<file path="config.mk">
export PLATFORM = sky130hd
export DESIGN_NAME = vi_core
export DESIGN_NICKNAME = d
export VERILOG_FILES = /design/src/design/vi_pkg.sv /design/src/design/vi_fetch_fsm.sv /design/src/design/vi_decoder.sv /design/src/design/vi_int_registers.sv /design/src/design/vi_hazard_ctrl.sv /design/src/design/vi_int_alu.sv /design/src/design/vi_mult_pipe.sv /design/src/design/vi_core.sv
export SDC_FILE = /design/constraint.sdc
export NUM_CORES = 2
export LEC_CHECK = 0
export ABC_AREA = 1
export BUFFER_PORTS_ARGS = -buffer_cell sky130_fd_sc_hd__buf_2
export CAP_MARGIN = 20
export CORE_UTILIZATION = 28
export CTS_CLUSTER_SIZE = 28
export DETAILED_ROUTE_END_ITERATION = 10
export SYNTH_ARGS = -nofsm -noshare
export SYNTH_HDL_FRONTEND = slang
export SYNTH_SLANG_ARGS = --single-unit
</file>
<file path="constraint.sdc">
create_clock -name clk_i -period 6.9 [get_ports clk_i]
set_clock_uncertainty 0.2 [all_clocks]
set_input_delay 0.69 -clock clk_i [delete_from_list [all_inputs] [get_ports clk_i]]
set_output_delay 0.69 -clock clk_i [all_outputs]
set_load 0.01 [all_outputs]
</file>
<file path="src/design/vi_pkg.sv">
// Core shared definitions

package vi_pkg;

	// Data path width
	localparam int XLEN = 32;

	typedef logic [XLEN-1:0] word_t;
	typedef logic [31:0] addr_t;
	typedef logic [4:0] reg_idx_t;

	// ALU operations
	typedef enum logic [2:0] {
		ALU_ADD,
		ALU_SUB,
		ALU_AND,
		ALU_OR,
		ALU_XOR,
		ALU_MUL
	} alu_op_t;

	// Major opcodes
	localparam logic [6:0] OPC_OP = 7'b0110011;
	localparam logic [6:0] OPC_OP_IMM = 7'b0010011;

	// funct7 selectors for SUB and MUL
	localparam logic [6:0] FUNCT7_ALT = 7'b0100000;
	localparam logic [6:0] FUNCT7_MULDIV = 7'b0000001;

	// addi x0,x0,0
	localparam word_t NOP_WORD = 32'h0000_0013;

endpackage

</file>
<file path="src/design/vi_fetch_fsm.sv">
// Wishbone instruction fetch

`timescale 1ns/100ps

module vi_fetch_fsm #(
	parameter vi_pkg::addr_t RESET_PC = '0
) (
	input  logic          clk_i,
	input  logic          arst_n_i,
	input  logic          ack_i,
	input  vi_pkg::word_t dat_i,
	input  logic          instr_ready_i,
	output logic          cyc_o,
	output logic          stb_o,
	output vi_pkg::addr_t adr_o,
	output logic          instr_valid_o,
	output vi_pkg::word_t instr_o
);

	typedef enum logic [1:0] {
		IDLE,
		BUS,
		HOLD
	} state_t;

	state_t state_q;
	state_t state_d;
	vi_pkg::addr_t pc_q;
	vi_pkg::word_t instr_q;
	logic handoff;

	assign handoff = (state_q == HOLD) && instr_ready_i;

	always_comb begin
		state_d = state_q;
		case (state_q)
			IDLE: state_d = BUS;
			BUS: begin
				if (ack_i) begin
					state_d = HOLD;
				end
			end
			// Next read starts right after decode takes the word
			HOLD: begin
				if (instr_ready_i) begin
					state_d = BUS;
				end
			end
			default: state_d = IDLE;
		endcase
	end

	always_ff @(posedge clk_i or negedge arst_n_i) begin
		if (!arst_n_i) begin
			state_q <= IDLE;
			pc_q <= RESET_PC;
		end else begin
			state_q <= state_d;
			if (handoff) begin
				pc_q <= pc_q + 32'd4;
			end
		end
	end

	always_ff @(posedge clk_i) begin
		if ((state_q == BUS) && ack_i) begin
			instr_q <= dat_i;
		end
	end

	// Strobes stay low in HOLD, so every ack is followed by an idle cycle
	assign cyc_o = (state_q == BUS);
	assign stb_o = (state_q == BUS);
	assign adr_o = pc_q;
	assign instr_valid_o = (state_q == HOLD);
	assign instr_o = instr_q;

endmodule

</file>
<file path="src/design/vi_decoder.sv">
// Instruction decoder

`timescale 1ns/100ps

module vi_decoder (
	input  vi_pkg::word_t    instr_i,
	output vi_pkg::reg_idx_t rs1_o,
	output vi_pkg::reg_idx_t rs2_o,
	output vi_pkg::reg_idx_t rd_o,
	output vi_pkg::word_t    imm_o,
	output logic             use_imm_o,
	output vi_pkg::alu_op_t  alu_op_o,
	output logic             wr_en_o,
	output logic             is_mul_o
);

	logic [6:0] opcode;
	logic [2:0] funct3;
	logic [6:0] funct7;
	logic known;

	assign opcode = instr_i[6:0];
	assign funct3 = instr_i[14:12];
	assign funct7 = instr_i[31:25];

	assign rs1_o = instr_i[19:15];
	assign rs2_o = instr_i[24:20];
	assign rd_o = instr_i[11:7];
	// I-type immediate, sign extended
	assign imm_o = {{20{instr_i[31]}}, instr_i[31:20]};

	always_comb begin
		known = 1'b0;
		use_imm_o = 1'b0;
		is_mul_o = 1'b0;
		alu_op_o = vi_pkg::ALU_ADD;
		if (opcode == vi_pkg::OPC_OP_IMM && funct3 == 3'b000) begin
			known = 1'b1;
			use_imm_o = 1'b1;
		end else if (opcode == vi_pkg::OPC_OP) begin
			if (funct7 == 7'b0000000) begin
				known = 1'b1;
				case (funct3)
					3'b000: alu_op_o = vi_pkg::ALU_ADD;
					3'b100: alu_op_o = vi_pkg::ALU_XOR;
					3'b110: alu_op_o = vi_pkg::ALU_OR;
					3'b111: alu_op_o = vi_pkg::ALU_AND;
					default: known = 1'b0;
				endcase
			end else if (funct7 == vi_pkg::FUNCT7_ALT && funct3 == 3'b000) begin
				known = 1'b1;
				alu_op_o = vi_pkg::ALU_SUB;
			end else if (funct7 == vi_pkg::FUNCT7_MULDIV && funct3 == 3'b000) begin
				known = 1'b1;
				is_mul_o = 1'b1;
				alu_op_o = vi_pkg::ALU_MUL;
			end
		end
	end

	// Unknown words and writes to x0 become bubbles
	assign wr_en_o = known && (rd_o != '0);

endmodule

</file>
<file path="src/design/vi_int_registers.sv">
// Integer register file

`timescale 1ns/100ps

module vi_int_registers (
	input  logic             clk_i,
	input  logic             arst_n_i,
	input  vi_pkg::reg_idx_t rd_addr_a_i,
	input  vi_pkg::reg_idx_t rd_addr_b_i,
	input  vi_pkg::reg_idx_t wr_addr_i,
	input  vi_pkg::word_t    wr_data_i,
	input  logic             wr_en_i,
	output vi_pkg::word_t    rd_data_a_o,
	output vi_pkg::word_t    rd_data_b_o
);

	// x0 has no storage
	vi_pkg::word_t regs_q [1:31];

	always_ff @(posedge clk_i or negedge arst_n_i) begin
		if (!arst_n_i) begin
			for (int i = 1; i < 32; i++) begin
				regs_q[i] <= '0;
			end
		end else if (wr_en_i && (wr_addr_i != '0)) begin
			regs_q[wr_addr_i] <= wr_data_i;
		end
	end

	assign rd_data_a_o = (rd_addr_a_i == '0) ? '0 : regs_q[rd_addr_a_i];
	assign rd_data_b_o = (rd_addr_b_i == '0) ? '0 : regs_q[rd_addr_b_i];

endmodule

</file>
<file path="src/design/vi_hazard_ctrl.sv">
// Operand forwarding and decode stall

`timescale 1ns/100ps

module vi_hazard_ctrl #(
	parameter int MUL_STAGES = 5
) (
	input  vi_pkg::reg_idx_t                  dec_rs1_i,
	input  vi_pkg::reg_idx_t                  dec_rs2_i,
	input  logic                              dec_use_imm_i,
	input  logic                              dec_is_mul_i,
	input  vi_pkg::word_t                     reg_a_i,
	input  vi_pkg::word_t                     reg_b_i,
	input  vi_pkg::reg_idx_t                  exe_rd_i,
	input  logic                              exe_wr_en_i,
	input  logic                              exe_is_mul_i,
	input  vi_pkg::word_t                     exe_data_i,
	input  vi_pkg::reg_idx_t [MUL_STAGES-1:0] mul_rd_i,
	input  logic [MUL_STAGES-1:0]             mul_valid_i,
	input  vi_pkg::reg_idx_t                  wb_rd_i,
	input  logic                              wb_wr_en_i,
	input  vi_pkg::word_t                     wb_data_i,
	output vi_pkg::word_t                     op_a_o,
	output vi_pkg::word_t                     op_b_o,
	output logic                              stall_o
);

	logic exe_hit;
	logic exe_fwd_a;
	logic exe_fwd_b;
	logic wb_fwd_a;
	logic wb_fwd_b;
	logic mul_dep;
	logic mul_ahead;

	// A MUL result is only valid once it leaves the multiply chain
	assign exe_hit = exe_wr_en_i && !exe_is_mul_i;
	assign exe_fwd_a = exe_hit && (exe_rd_i == dec_rs1_i);
	assign exe_fwd_b = exe_hit && (exe_rd_i == dec_rs2_i);
	assign wb_fwd_a = wb_wr_en_i && (wb_rd_i == dec_rs1_i);
	assign wb_fwd_b = wb_wr_en_i && (wb_rd_i == dec_rs2_i);

	// Youngest producer wins
	assign op_a_o = exe_fwd_a ? exe_data_i : (wb_fwd_a ? wb_data_i : reg_a_i);
	assign op_b_o = exe_fwd_b ? exe_data_i : (wb_fwd_b ? wb_data_i : reg_b_i);

	// Stage 0 is the MUL in execute; the value reaches writeback after the last stage
	always_comb begin
		mul_dep = 1'b0;
		for (int i = 0; i < MUL_STAGES; i++) begin
			if (mul_valid_i[i] && ((mul_rd_i[i] == dec_rs1_i) ||
					(!dec_use_imm_i && (mul_rd_i[i] == dec_rs2_i)))) begin
				mul_dep = 1'b1;
			end
		end
	end

	// ALU op waits until no older MUL is short of the last stage
	// so it neither overtakes nor meets the MUL in writeback
	assign mul_ahead = !dec_is_mul_i && (|mul_valid_i[MUL_STAGES-2:0]);

	assign stall_o = mul_dep || mul_ahead;

endmodule

</file>
<file path="src/design/vi_int_alu.sv">
// Integer ALU

`timescale 1ns/100ps

module vi_int_alu (
	input  vi_pkg::alu_op_t op_i,
	input  vi_pkg::word_t   a_i,
	input  vi_pkg::word_t   b_i,
	output vi_pkg::word_t   result_o
);

	vi_pkg::word_t product;

	// Low half only, the multiply pipe adds the latency
	assign product = a_i * b_i;

	always_comb begin
		case (op_i)
			vi_pkg::ALU_ADD: result_o = a_i + b_i;
			vi_pkg::ALU_SUB: result_o = a_i - b_i;
			vi_pkg::ALU_AND: result_o = a_i & b_i;
			vi_pkg::ALU_OR: result_o = a_i | b_i;
			vi_pkg::ALU_XOR: result_o = a_i ^ b_i;
			vi_pkg::ALU_MUL: result_o = product;
			default: result_o = '0;
		endcase
	end

endmodule

</file>
<file path="src/design/vi_mult_pipe.sv">
// Multiply delay line

`timescale 1ns/100ps

module vi_mult_pipe #(
	parameter int MUL_STAGES = 5
) (
	input  logic                              clk_i,
	input  logic                              arst_n_i,
	input  logic                              valid_i,
	input  vi_pkg::reg_idx_t                  rd_i,
	input  vi_pkg::word_t                     product_i,
	output logic [MUL_STAGES-1:0]             stage_valid_o,
	output vi_pkg::reg_idx_t [MUL_STAGES-1:0] stage_rd_o,
	output logic                              valid_o,
	output vi_pkg::reg_idx_t                  rd_o,
	output vi_pkg::word_t                     data_o
);

	// Entry 0 is the execute stage, the rest are latched
	logic [MUL_STAGES-2:0] vld_q;
	vi_pkg::reg_idx_t [MUL_STAGES-2:0] rd_q;
	vi_pkg::word_t [MUL_STAGES-2:0] data_q;

	always_ff @(posedge clk_i or negedge arst_n_i) begin
		if (!arst_n_i) begin
			vld_q <= '0;
		end else begin
			vld_q[0] <= valid_i;
			for (int i = 1; i < MUL_STAGES - 1; i++) begin
				vld_q[i] <= vld_q[i-1];
			end
		end
	end

	always_ff @(posedge clk_i) begin
		rd_q[0] <= rd_i;
		data_q[0] <= product_i;
		for (int i = 1; i < MUL_STAGES - 1; i++) begin
			rd_q[i] <= rd_q[i-1];
			data_q[i] <= data_q[i-1];
		end
	end

	assign stage_valid_o = {vld_q, valid_i};
	assign stage_rd_o = {rd_q, rd_i};

	// Last entry goes to the writeback latch
	assign valid_o = vld_q[MUL_STAGES-2];
	assign rd_o = rd_q[MUL_STAGES-2];
	assign data_o = data_q[MUL_STAGES-2];

endmodule

</file>
<file path="src/design/vi_core.sv">
// Integer core top level

`timescale 1ns/100ps

module vi_core #(
	parameter int            MUL_STAGES = 5,
	parameter vi_pkg::addr_t RESET_PC = '0
) (
	input  logic             clk_i,
	input  logic             arst_n_i,
	output logic             cyc_o,
	output logic             stb_o,
	output vi_pkg::addr_t    adr_o,
	input  vi_pkg::word_t    dat_i,
	input  logic             ack_i,
	output logic             wb_valid_o,
	output vi_pkg::reg_idx_t wb_addr_o,
	output vi_pkg::word_t    wb_data_o
);

	// Fetch to decode
	logic instr_valid;
	vi_pkg::word_t instr;
	logic dec_ready;
	logic dec_stall;
	logic dec_accept;

	// Decode
	vi_pkg::reg_idx_t dec_rs1;
	vi_pkg::reg_idx_t dec_rs2;
	vi_pkg::reg_idx_t dec_rd;
	vi_pkg::word_t dec_imm;
	logic dec_use_imm;
	vi_pkg::alu_op_t dec_op;
	logic dec_wr_en;
	logic dec_is_mul;
	vi_pkg::word_t reg_a;
	vi_pkg::word_t reg_b;
	vi_pkg::word_t fwd_a;
	vi_pkg::word_t fwd_b;

	// Execute latch
	logic exe_wr_en_q;
	logic exe_is_mul_q;
	vi_pkg::alu_op_t exe_op_q;
	vi_pkg::word_t exe_a_q;
	vi_pkg::word_t exe_b_q;
	vi_pkg::reg_idx_t exe_rd_q;
	vi_pkg::word_t alu_result;

	// Multiply chain
	logic [MUL_STAGES-1:0] mul_stage_valid;
	vi_pkg::reg_idx_t [MUL_STAGES-1:0] mul_stage_rd;
	logic mul_valid;
	vi_pkg::reg_idx_t mul_rd;
	vi_pkg::word_t mul_data;

	// Writeback latch
	logic wb_valid_q;
	vi_pkg::reg_idx_t wb_rd_q;
	vi_pkg::word_t wb_data_q;

	assign dec_ready = !dec_stall;
	assign dec_accept = instr_valid && dec_ready;

	vi_fetch_fsm #(
		.RESET_PC	(RESET_PC)
	) vi_fetch_fsm (
		.clk_i		(clk_i),
		.arst_n_i	(arst_n_i),
		.ack_i		(ack_i),
		.dat_i		(dat_i),
		.instr_ready_i	(dec_ready),
		.cyc_o		(cyc_o),
		.stb_o		(stb_o),
		.adr_o		(adr_o),
		.instr_valid_o	(instr_valid),
		.instr_o	(instr)
	);

	vi_decoder vi_decoder (
		.instr_i	(instr),
		.rs1_o		(dec_rs1),
		.rs2_o		(dec_rs2),
		.rd_o		(dec_rd),
		.imm_o		(dec_imm),
		.use_imm_o	(dec_use_imm),
		.alu_op_o	(dec_op),
		.wr_en_o	(dec_wr_en),
		.is_mul_o	(dec_is_mul)
	);

	vi_int_registers vi_int_registers (
		.clk_i		(clk_i),
		.arst_n_i	(arst_n_i),
		.rd_addr_a_i	(dec_rs1),
		.rd_addr_b_i	(dec_rs2),
		.wr_addr_i	(wb_rd_q),
		.wr_data_i	(wb_data_q),
		.wr_en_i	(wb_valid_q),
		.rd_data_a_o	(reg_a),
		.rd_data_b_o	(reg_b)
	);

	vi_hazard_ctrl #(
		.MUL_STAGES	(MUL_STAGES)
	) vi_hazard_ctrl (
		.dec_rs1_i	(dec_rs1),
		.dec_rs2_i	(dec_rs2),
		.dec_use_imm_i	(dec_use_imm),
		.dec_is_mul_i	(dec_is_mul),
		.reg_a_i	(reg_a),
		.reg_b_i	(reg_b),
		.exe_rd_i	(exe_rd_q),
		.exe_wr_en_i	(exe_wr_en_q),
		.exe_is_mul_i	(exe_is_mul_q),
		.exe_data_i	(alu_result),
		.mul_rd_i	(mul_stage_rd),
		.mul_valid_i	(mul_stage_valid),
		.wb_rd_i	(wb_rd_q),
		.wb_wr_en_i	(wb_valid_q),
		.wb_data_i	(wb_data_q),
		.op_a_o		(fwd_a),
		.op_b_o		(fwd_b),
		.stall_o	(dec_stall)
	);

	// Decode to execute, a bubble when nothing is handed over
	always_ff @(posedge clk_i or negedge arst_n_i) begin
		if (!arst_n_i) begin
			exe_wr_en_q <= 1'b0;
			exe_is_mul_q <= 1'b0;
		end else begin
			exe_wr_en_q <= dec_accept && dec_wr_en;
			exe_is_mul_q <= dec_accept && dec_is_mul;
		end
	end

	always_ff @(posedge clk_i) begin
		if (dec_accept) begin
			exe_op_q <= dec_op;
			exe_a_q <= fwd_a;
			exe_b_q <= dec_use_imm ? dec_imm : fwd_b;
			exe_rd_q <= dec_rd;
		end
	end

	vi_int_alu vi_int_alu (
		.op_i		(exe_op_q),
		.a_i		(exe_a_q),
		.b_i		(exe_b_q),
		.result_o	(alu_result)
	);

	vi_mult_pipe #(
		.MUL_STAGES	(MUL_STAGES)
	) vi_mult_pipe (
		.clk_i		(clk_i),
		.arst_n_i	(arst_n_i),
		.valid_i	(exe_is_mul_q && exe_wr_en_q),
		.rd_i		(exe_rd_q),
		.product_i	(alu_result),
		.stage_valid_o	(mul_stage_valid),
		.stage_rd_o	(mul_stage_rd),
		.valid_o	(mul_valid),
		.rd_o		(mul_rd),
		.data_o		(mul_data)
	);

	// Writeback, the decode stall keeps the two sources apart
	always_ff @(posedge clk_i or negedge arst_n_i) begin
		if (!arst_n_i) begin
			wb_valid_q <= 1'b0;
		end else begin
			wb_valid_q <= mul_valid || (exe_wr_en_q && !exe_is_mul_q);
		end
	end

	always_ff @(posedge clk_i) begin
		wb_rd_q <= mul_valid ? mul_rd : exe_rd_q;
		wb_data_q <= mul_valid ? mul_data : alu_result;
	end

	assign wb_valid_o = wb_valid_q;
	assign wb_addr_o = wb_rd_q;
	assign wb_data_o = wb_data_q;

endmodule

</file>
# Word-level counts from Yosys, hierarchy flattened
# Cells that the tools add are included.
dict set report totals {
  in_bits 35
  regBits 1322
  output_inout_bits 72
}
dict set report op_classes {
  reduce_logical 50
  bitwise_logic 7
  mux 42
  n_mul 1
  add_sub_neg 3
  magnitude_cmp 4
  eq_ne 28
}
# operator count
set op_table {}
lappend op_table {{992-bit bitwise mux} 1}
lappend op_table {{32-bit two-way mux} 13}
lappend op_table {{32-bit binary-select mux with 5-bit select} 2}
lappend op_table {{32-bit case mux with 6 select lines} 1}
lappend op_table {{32-bit demux with 5-bit select} 1}
lappend op_table {{5-bit equality test} 12}
lappend op_table {{32-bit by 3-bit adder with 32-bit output (second input constant)} 1}
lappend op_table {{32-bit adder} 1}
lappend op_table {{32-bit AND} 1}
lappend op_table {{32-bit by 32-bit multiplier with 32-bit output} 1}
lappend op_table {{32-bit bitwise OR} 1}
lappend op_table {{32-bit subtractor} 1}
lappend op_table {{32-bit bitwise XOR} 1}
lappend op_table {{1-bit logical AND} 27}
lappend op_table {{6-bit greater-or-equal comparator (second input constant)} 3}
lappend op_table {{5-bit inverter with 6-bit output} 3}
lappend op_table {{1-bit two-way mux} 16}
lappend op_table {{3-bit equality test (second input constant)} 5}
lappend op_table {{7-bit by 6-bit equality test with 1-bit output (second input constant)} 2}
lappend op_table {{5-bit logical NOT} 2}
lappend op_table {{5-bit nonzero test} 2}
lappend op_table {{3-bit two-way mux} 3}
lappend op_table {{3-bit case mux with 3 select lines} 1}
lappend op_table {{4-bit OR reduction} 2}
lappend op_table {{other kinds (20)} 32}

# Depth between registers and ports, before layout
dict set report logic_depth {
  word_depth 16
  mapped_depth 38
  depth_no_buf 36
}

# Modules after synthesis
# A second synthesis with hierarchy kept.
dict set report unflattened {
  cells_unflattened 13884
  area_unflattened_um2 93938.8
}
# mod area_each_um2 instances cells_each seq_area_each_um2
set by_module_without_submodules {}
lappend by_module_without_submodules {vi_int_registers 58453.6 1 9243 24823.8}
lappend by_module_without_submodules {vi_int_alu 21190.3 1 3031 0.0}
lappend by_module_without_submodules {vi_core 3960.0 1 348 2977.9}
lappend by_module_without_submodules {vi_hazard_ctrl 3549.7 1 719 0.0}
lappend by_module_without_submodules {vi_mult_pipe 3393.3 1 196 3062.9}
lappend by_module_without_submodules {vi_fetch_fsm 2730.1 1 246 1761.7}
lappend by_module_without_submodules {vi_decoder 661.9 1 101 0.0}

# Worst setup path after synthesis
# Ideal clock, no wire load.
dict set report synth_timing {
  kind {flip-flop to flip-flop}
  start {reg exe_b_q[5]}
  end {reg exe_a_q[23] (data pin)}
  arrival_ns 6.598
  path_slack_ns -0.150
  path_buffers 2
  stages_incl_launch_ff 28
  period_less_slack_ns 7.050
  required_ns 6.448
  path_cell_list {edfxtp_1 -> clkbuf_1 -> clkbuf_1 -> nand2_1 -> inv_1 -> fa_1 -> fa_1 -> fa_1 -> inv_1 -> fa_1 -> inv_1 -> fa_1 -> inv_1 -> fa_1 -> inv_1 -> fa_1 -> fa_1 -> ha_1 -> a21oi_1 -> o21a_1 -> o21ai_0 -> a21oi_1 -> o21bai_1 -> or2_2 -> nand3_1 -> nand3_1 -> nand2_1 -> nand2_1}
}
dict set report synth_via {
  elab_chain_len 3
  elab_cells_between_ends 5
  classes_between {add/sub (2); mul (1); mux (2)}
}
# item line
set synth_rtl {}
lappend synth_rtl {{start, declared} vi_core.sv:47} ;# vi_pkg::word_t exe_b_q;
lappend synth_rtl {{start signal, assigned} vi_core.sv:143} ;# exe_b_q <= dec_use_imm ? dec_imm : fwd_b;
lappend synth_rtl {{32-bit by 32-bit multiplier with 32-bit output (tied with other cells)} vi_int_alu.sv:15} ;# assign product = a_i * b_i;
lappend synth_rtl {{32-bit case mux with 6 select lines *} vi_int_alu.sv:18} ;# case (op_i)
lappend synth_rtl {{net alu_result[23]} vi_core.sv:49} ;# vi_pkg::word_t alu_result;
lappend synth_rtl {{32-bit two-way mux *} vi_hazard_ctrl.sv:44} ;# assign op_a_o = exe_fwd_a ? exe_data_i : (wb_fwd_a ? wb_data_i : reg_a_i);
lappend synth_rtl {{net fwd_a[23]} vi_core.sv:39} ;# vi_pkg::word_t fwd_a;
lappend synth_rtl {{end signal, assigned} vi_core.sv:142} ;# exe_a_q <= fwd_a;
lappend synth_rtl {{end, declared} vi_core.sv:46} ;# vi_pkg::word_t exe_a_q;
# Mark *: on every way through the listed nets, which the timed path passes. The rest lies on a longest branch.
# A chain may end at the register's enable or synchronous reset.

# Final worst setup path
dict set report layout_timing {
  start {reg exe_b_q[6]}
  end {reg exe_b_q[19] (data pin)}
}
dict set report layout_via {
  elab_chain_len 4
  elab_cells_between_ends 6
  classes_between {add/sub (2); mul (1); mux (3)}
}
# item line
set layout_rtl {}
lappend layout_rtl {{32-bit by 32-bit multiplier with 32-bit output (tied with other cells)} vi_int_alu.sv:15}
lappend layout_rtl {{32-bit case mux with 6 select lines *} vi_int_alu.sv:18}
lappend layout_rtl {{net alu_result[19]} vi_core.sv:49}
lappend layout_rtl {{32-bit two-way mux *} vi_hazard_ctrl.sv:45} ;# assign op_b_o = exe_fwd_b ? exe_data_i : (wb_fwd_b ? wb_data_i : reg_b_i);
lappend layout_rtl {{32-bit two-way mux *} vi_core.sv:143}
# Marked as above.

==> flow_metrics.env <==
export IMPL_yosysSeqAreaShare_pct=37.8
export IMPL_drive_above_1_share_pct=12.3
export IMPL_place_inst=14900
export IMPL_hold_slack_ns=0.110
export IMPL_cp_common_cell="fa_1"
export IMPL_fin_crit_sh_pct=105
export IMPL_io_pins=107
export IMPL_met3_usage_pct=5.17
export IMPL_htree_levels=4
export IMPL_dr_first_iter_drc_count=9360
export IMPL_maxCapViolations=0
export IMPL_arrival_ns=7.57
export IMPL_hold_violations=0
export IMPL_hold_class="register to register"
export IMPL_layout_common_cells="nand2_1 (2032), o21ai_0 (1576), inv_1 (1488)"
export IMPL_critical_path_startpoint_type="register"
export IMPL_setup_violations=59
export IMPL_cts_tree="done"
export IMPL_place_congestion=0.950
export IMPL_viasPerCell=5.29
export IMPL_track_usage_pct=21.5
export IMPL_gr_usage_met1_pct=28.7
export IMPL_synth_edf_count=104
export IMPL_multi_input_area_sq_um=46200
export IMPL_vias=81100
export IMPL_netlist_instances=11100
export IMPL_cts_sinks=1320
export IMPL_nNetsFinal=11800
export IMPL_synthesis_area_sq_um=86200
export IMPL_critical_path_required_ns=7.20
export IMPL_slowest_delay_ns=0.56
export IMPL_busiest_layer="met2"
export IMPL_core_area_sq_um=306000
export IMPL_numCtsBuffers=147
export IMPL_ys_ff_latch=1320
export IMPL_fin_area_sq_um=102000
export IMPL_die_width_um=557
export IMPL_cts_root_buffer="clkbuf_16"
export IMPL_die_area_sq_um=310000
export IMPL_drtAntennaViolNets=0
export IMPL_yosys_warnings=0
export IMPL_place_area_sq_um=93400
export IMPL_cp_slowest_cell="fa_1"
export IMPL_portBuffers=104
export IMPL_clk_pin_slew_ns=0.07
export IMPL_use_met2_pct=33.4
export IMPL_grt_pass1_vias=76900
export IMPL_violations="setup timing"
export IMPL_die_y_um=557
export IMPL_antenna_found_initial=14
export IMPL_synth_area_per_cell_sq_um=7.76
export IMPL_final_common_cell="nand2_1"
export IMPL_drt_wl_total_mm=343
export IMPL_fillerInstances=31900
export IMPL_worst_pin_slew_ns=1.22
export IMPL_initial_core_util_pct=28.2
export IMPL_setup_slack_ns=-0.370
export IMPL_fin_util_pct=33.2
export IMPL_cts_buffer_depth=3
export IMPL_rows=203
export IMPL_async_flop_share_pct=78.1
export IMPL_drc_errors=0
export IMPL_end_kind="register"
export IMPL_seqCellArea_sq_um=32600
export IMPL_fin_crit_ns=7.27
export IMPL_rsz0062_at_grt="true"
export IMPL_slew_headroom_pct=17.2
export IMPL_slew_violations=0
export IMPL_status="complete, but fails checks"
export IMPL_worstSetupPathType="register to register"
export IMPL_grt_max_degree=171
export IMPL_grt_overflow=0
export IMPL_dp_hpwl_mm=212
export IMPL_insertion_delay_ns=0.82
export IMPL_layoutNonFillerInstCount=15300
export IMPL_grt_pass1_wl_mm=507
export IMPL_ys_types=67
export IMPL_routedWlPerCell_um=22.3
export IMPL_crit_fanout=13
export IMPL_ys_flop_type="dfrtp_1"
export IMPL_first_pass_iters=9
export IMPL_synthToLayoutAreaGrowth_pct=18.0
export IMPL_max_freq_mhz=138
[critical path, delay by kind of cell, from the launching register on]
kind	cells	cell delay, ns
xor+xnor	1	0.22
compound gates	3	0.30
simple gates	6	0.57
buf+inv	10	0.85
fa+ha+maj	9	4.38
flops	1	0.43
[routing by layer]
layer / vias to the layer above / share of wire (%) / routed length, um
met1: 39400 / 41 / 141000
met4: 2 / 4.3 / 14800
met5: - / 0.0038 / 13
met2: 4229 / 44 / 151000
met3: 779 / 11 / 36600
li1: 36600 / - / -
[cell type report]
type | count | area share, %
antenna | 7 | 0.0172
clock buffer | 216 | 4.28
clock inverter | 57 | 0.630
inverter | 1573 | 5.87
multi-input combinational | 7325 | 45.4
sequential | 1320 | 32.1
tap | 4100 | 5.04
timing repair buffer | 737 | 6.69
[kinds of logic (layout without fill, tap and decap cells)]
family	after synthesis	after routing	synth area share [%]
fa+ha+maj	629	629	12.7
buf+inv	2462	2583	11.2
xor+xnor	111	111	1.13
compound gates	3296	3296	21.4
other cells	1	9	0.00435
simple gates	3287	3287	15.7
flops	1320	1320	37.8
[flip-flops by register name, indices dropped and copies added (netlist names), 2 cells and up]
register	count
exe_b_q	32
wb_addr_o	5
exe_rd_q	5
exe_op_q	3
vi_mult_pipe.vld_q	4
wb_data_o	32
vi_fetch_fsm.adr_o	30
vi_mult_pipe.data_o	32
vi_int_registers.regs_q	992
vi_fetch_fsm.instr_o	32
exe_a_q	32
vi_mult_pipe.rd_o	5
vi_mult_pipe.data_q	96
vi_fetch_fsm.state_q	2
vi_mult_pipe.stage_rd_o	15
[what timing repair did]
action | in CTS | in global routing
hold buffers | 34 | 0
buffers inserted | 55 | 40
pin swaps | 157 | 152
resized for setup | 292 | 302
hold endpoints to repair | 118 | 0
endpoints found under the setup margin | 72 | 84
gates cloned | 1 | 3
[cell usage after synthesis (73+ instances only)]
| library cell | number | area share (%) |
|---|---|---|
| nor2_1 | 354 | 1.5 |
| xor2_1 | 81 | 0.82 |
| ha_1 | 220 | 3.2 |
| dfxtp_1 | 185 | 4.3 |
| inv_1 | 1553 | 6.8 |
| o2111ai_1 | 312 | 3.2 |
| buf_2 | 233 | 1.4 |
| clkbuf_1 | 563 | 2.5 |
| edfxtp_1 | 104 | 3.6 |
| a31oi_1 | 73 | 0.53 |
| fa_1 | 409 | 9.5 |
| o211ai_1 | 85 | 0.74 |
| nand2_1 | 2103 | 9.2 |
| a21oi_1 | 1056 | 6.1 |
| nand3_1 | 700 | 4.1 |
| o21ai_0 | 1614 | 9.4 |
| dfrtp_1 | 1031 | 30 |
[path summary, 6_finish.rpt]
| check | start | endpoint | slack [ns] | cells past startpoint |
|---|---|---|---|---|
| max in group asynchronous | arst_n_i | vi_int_registers.regs_q[166] | 4.54 | 3 |
| hold reg to reg | vi_mult_pipe.data_q[81] | vi_mult_pipe.data_o[17] | 0.11 | 0 |
| hold / removal | vi_mult_pipe.data_q[81] | vi_mult_pipe.data_o[17] | 0.11 | 0 |
| setup / recovery | exe_b_q[6] | exe_b_q[19] | -0.37 | 29 |
| setup reg to reg | exe_b_q[6] | exe_b_q[19] | -0.37 | 29 |
| min in group asynchronous | arst_n_i | vi_int_registers.regs_q[411] | 0.30 | 2 |
[through the flow]
step	setup WS, ns	TNS [ns]
2_1_floorplan	0.0219	0
3_3_place_gp	-0.568	-21.81
3_5_place_dp	-0.639	-25.20
4_1_cts	-0.361	-11.79
5_1_grt	-0.564	-23.22
6_report	-0.370	-10.52
Power is not shown: default switching activity piles up to over one toggle a cycle in this logic, so the estimate is an artifact.
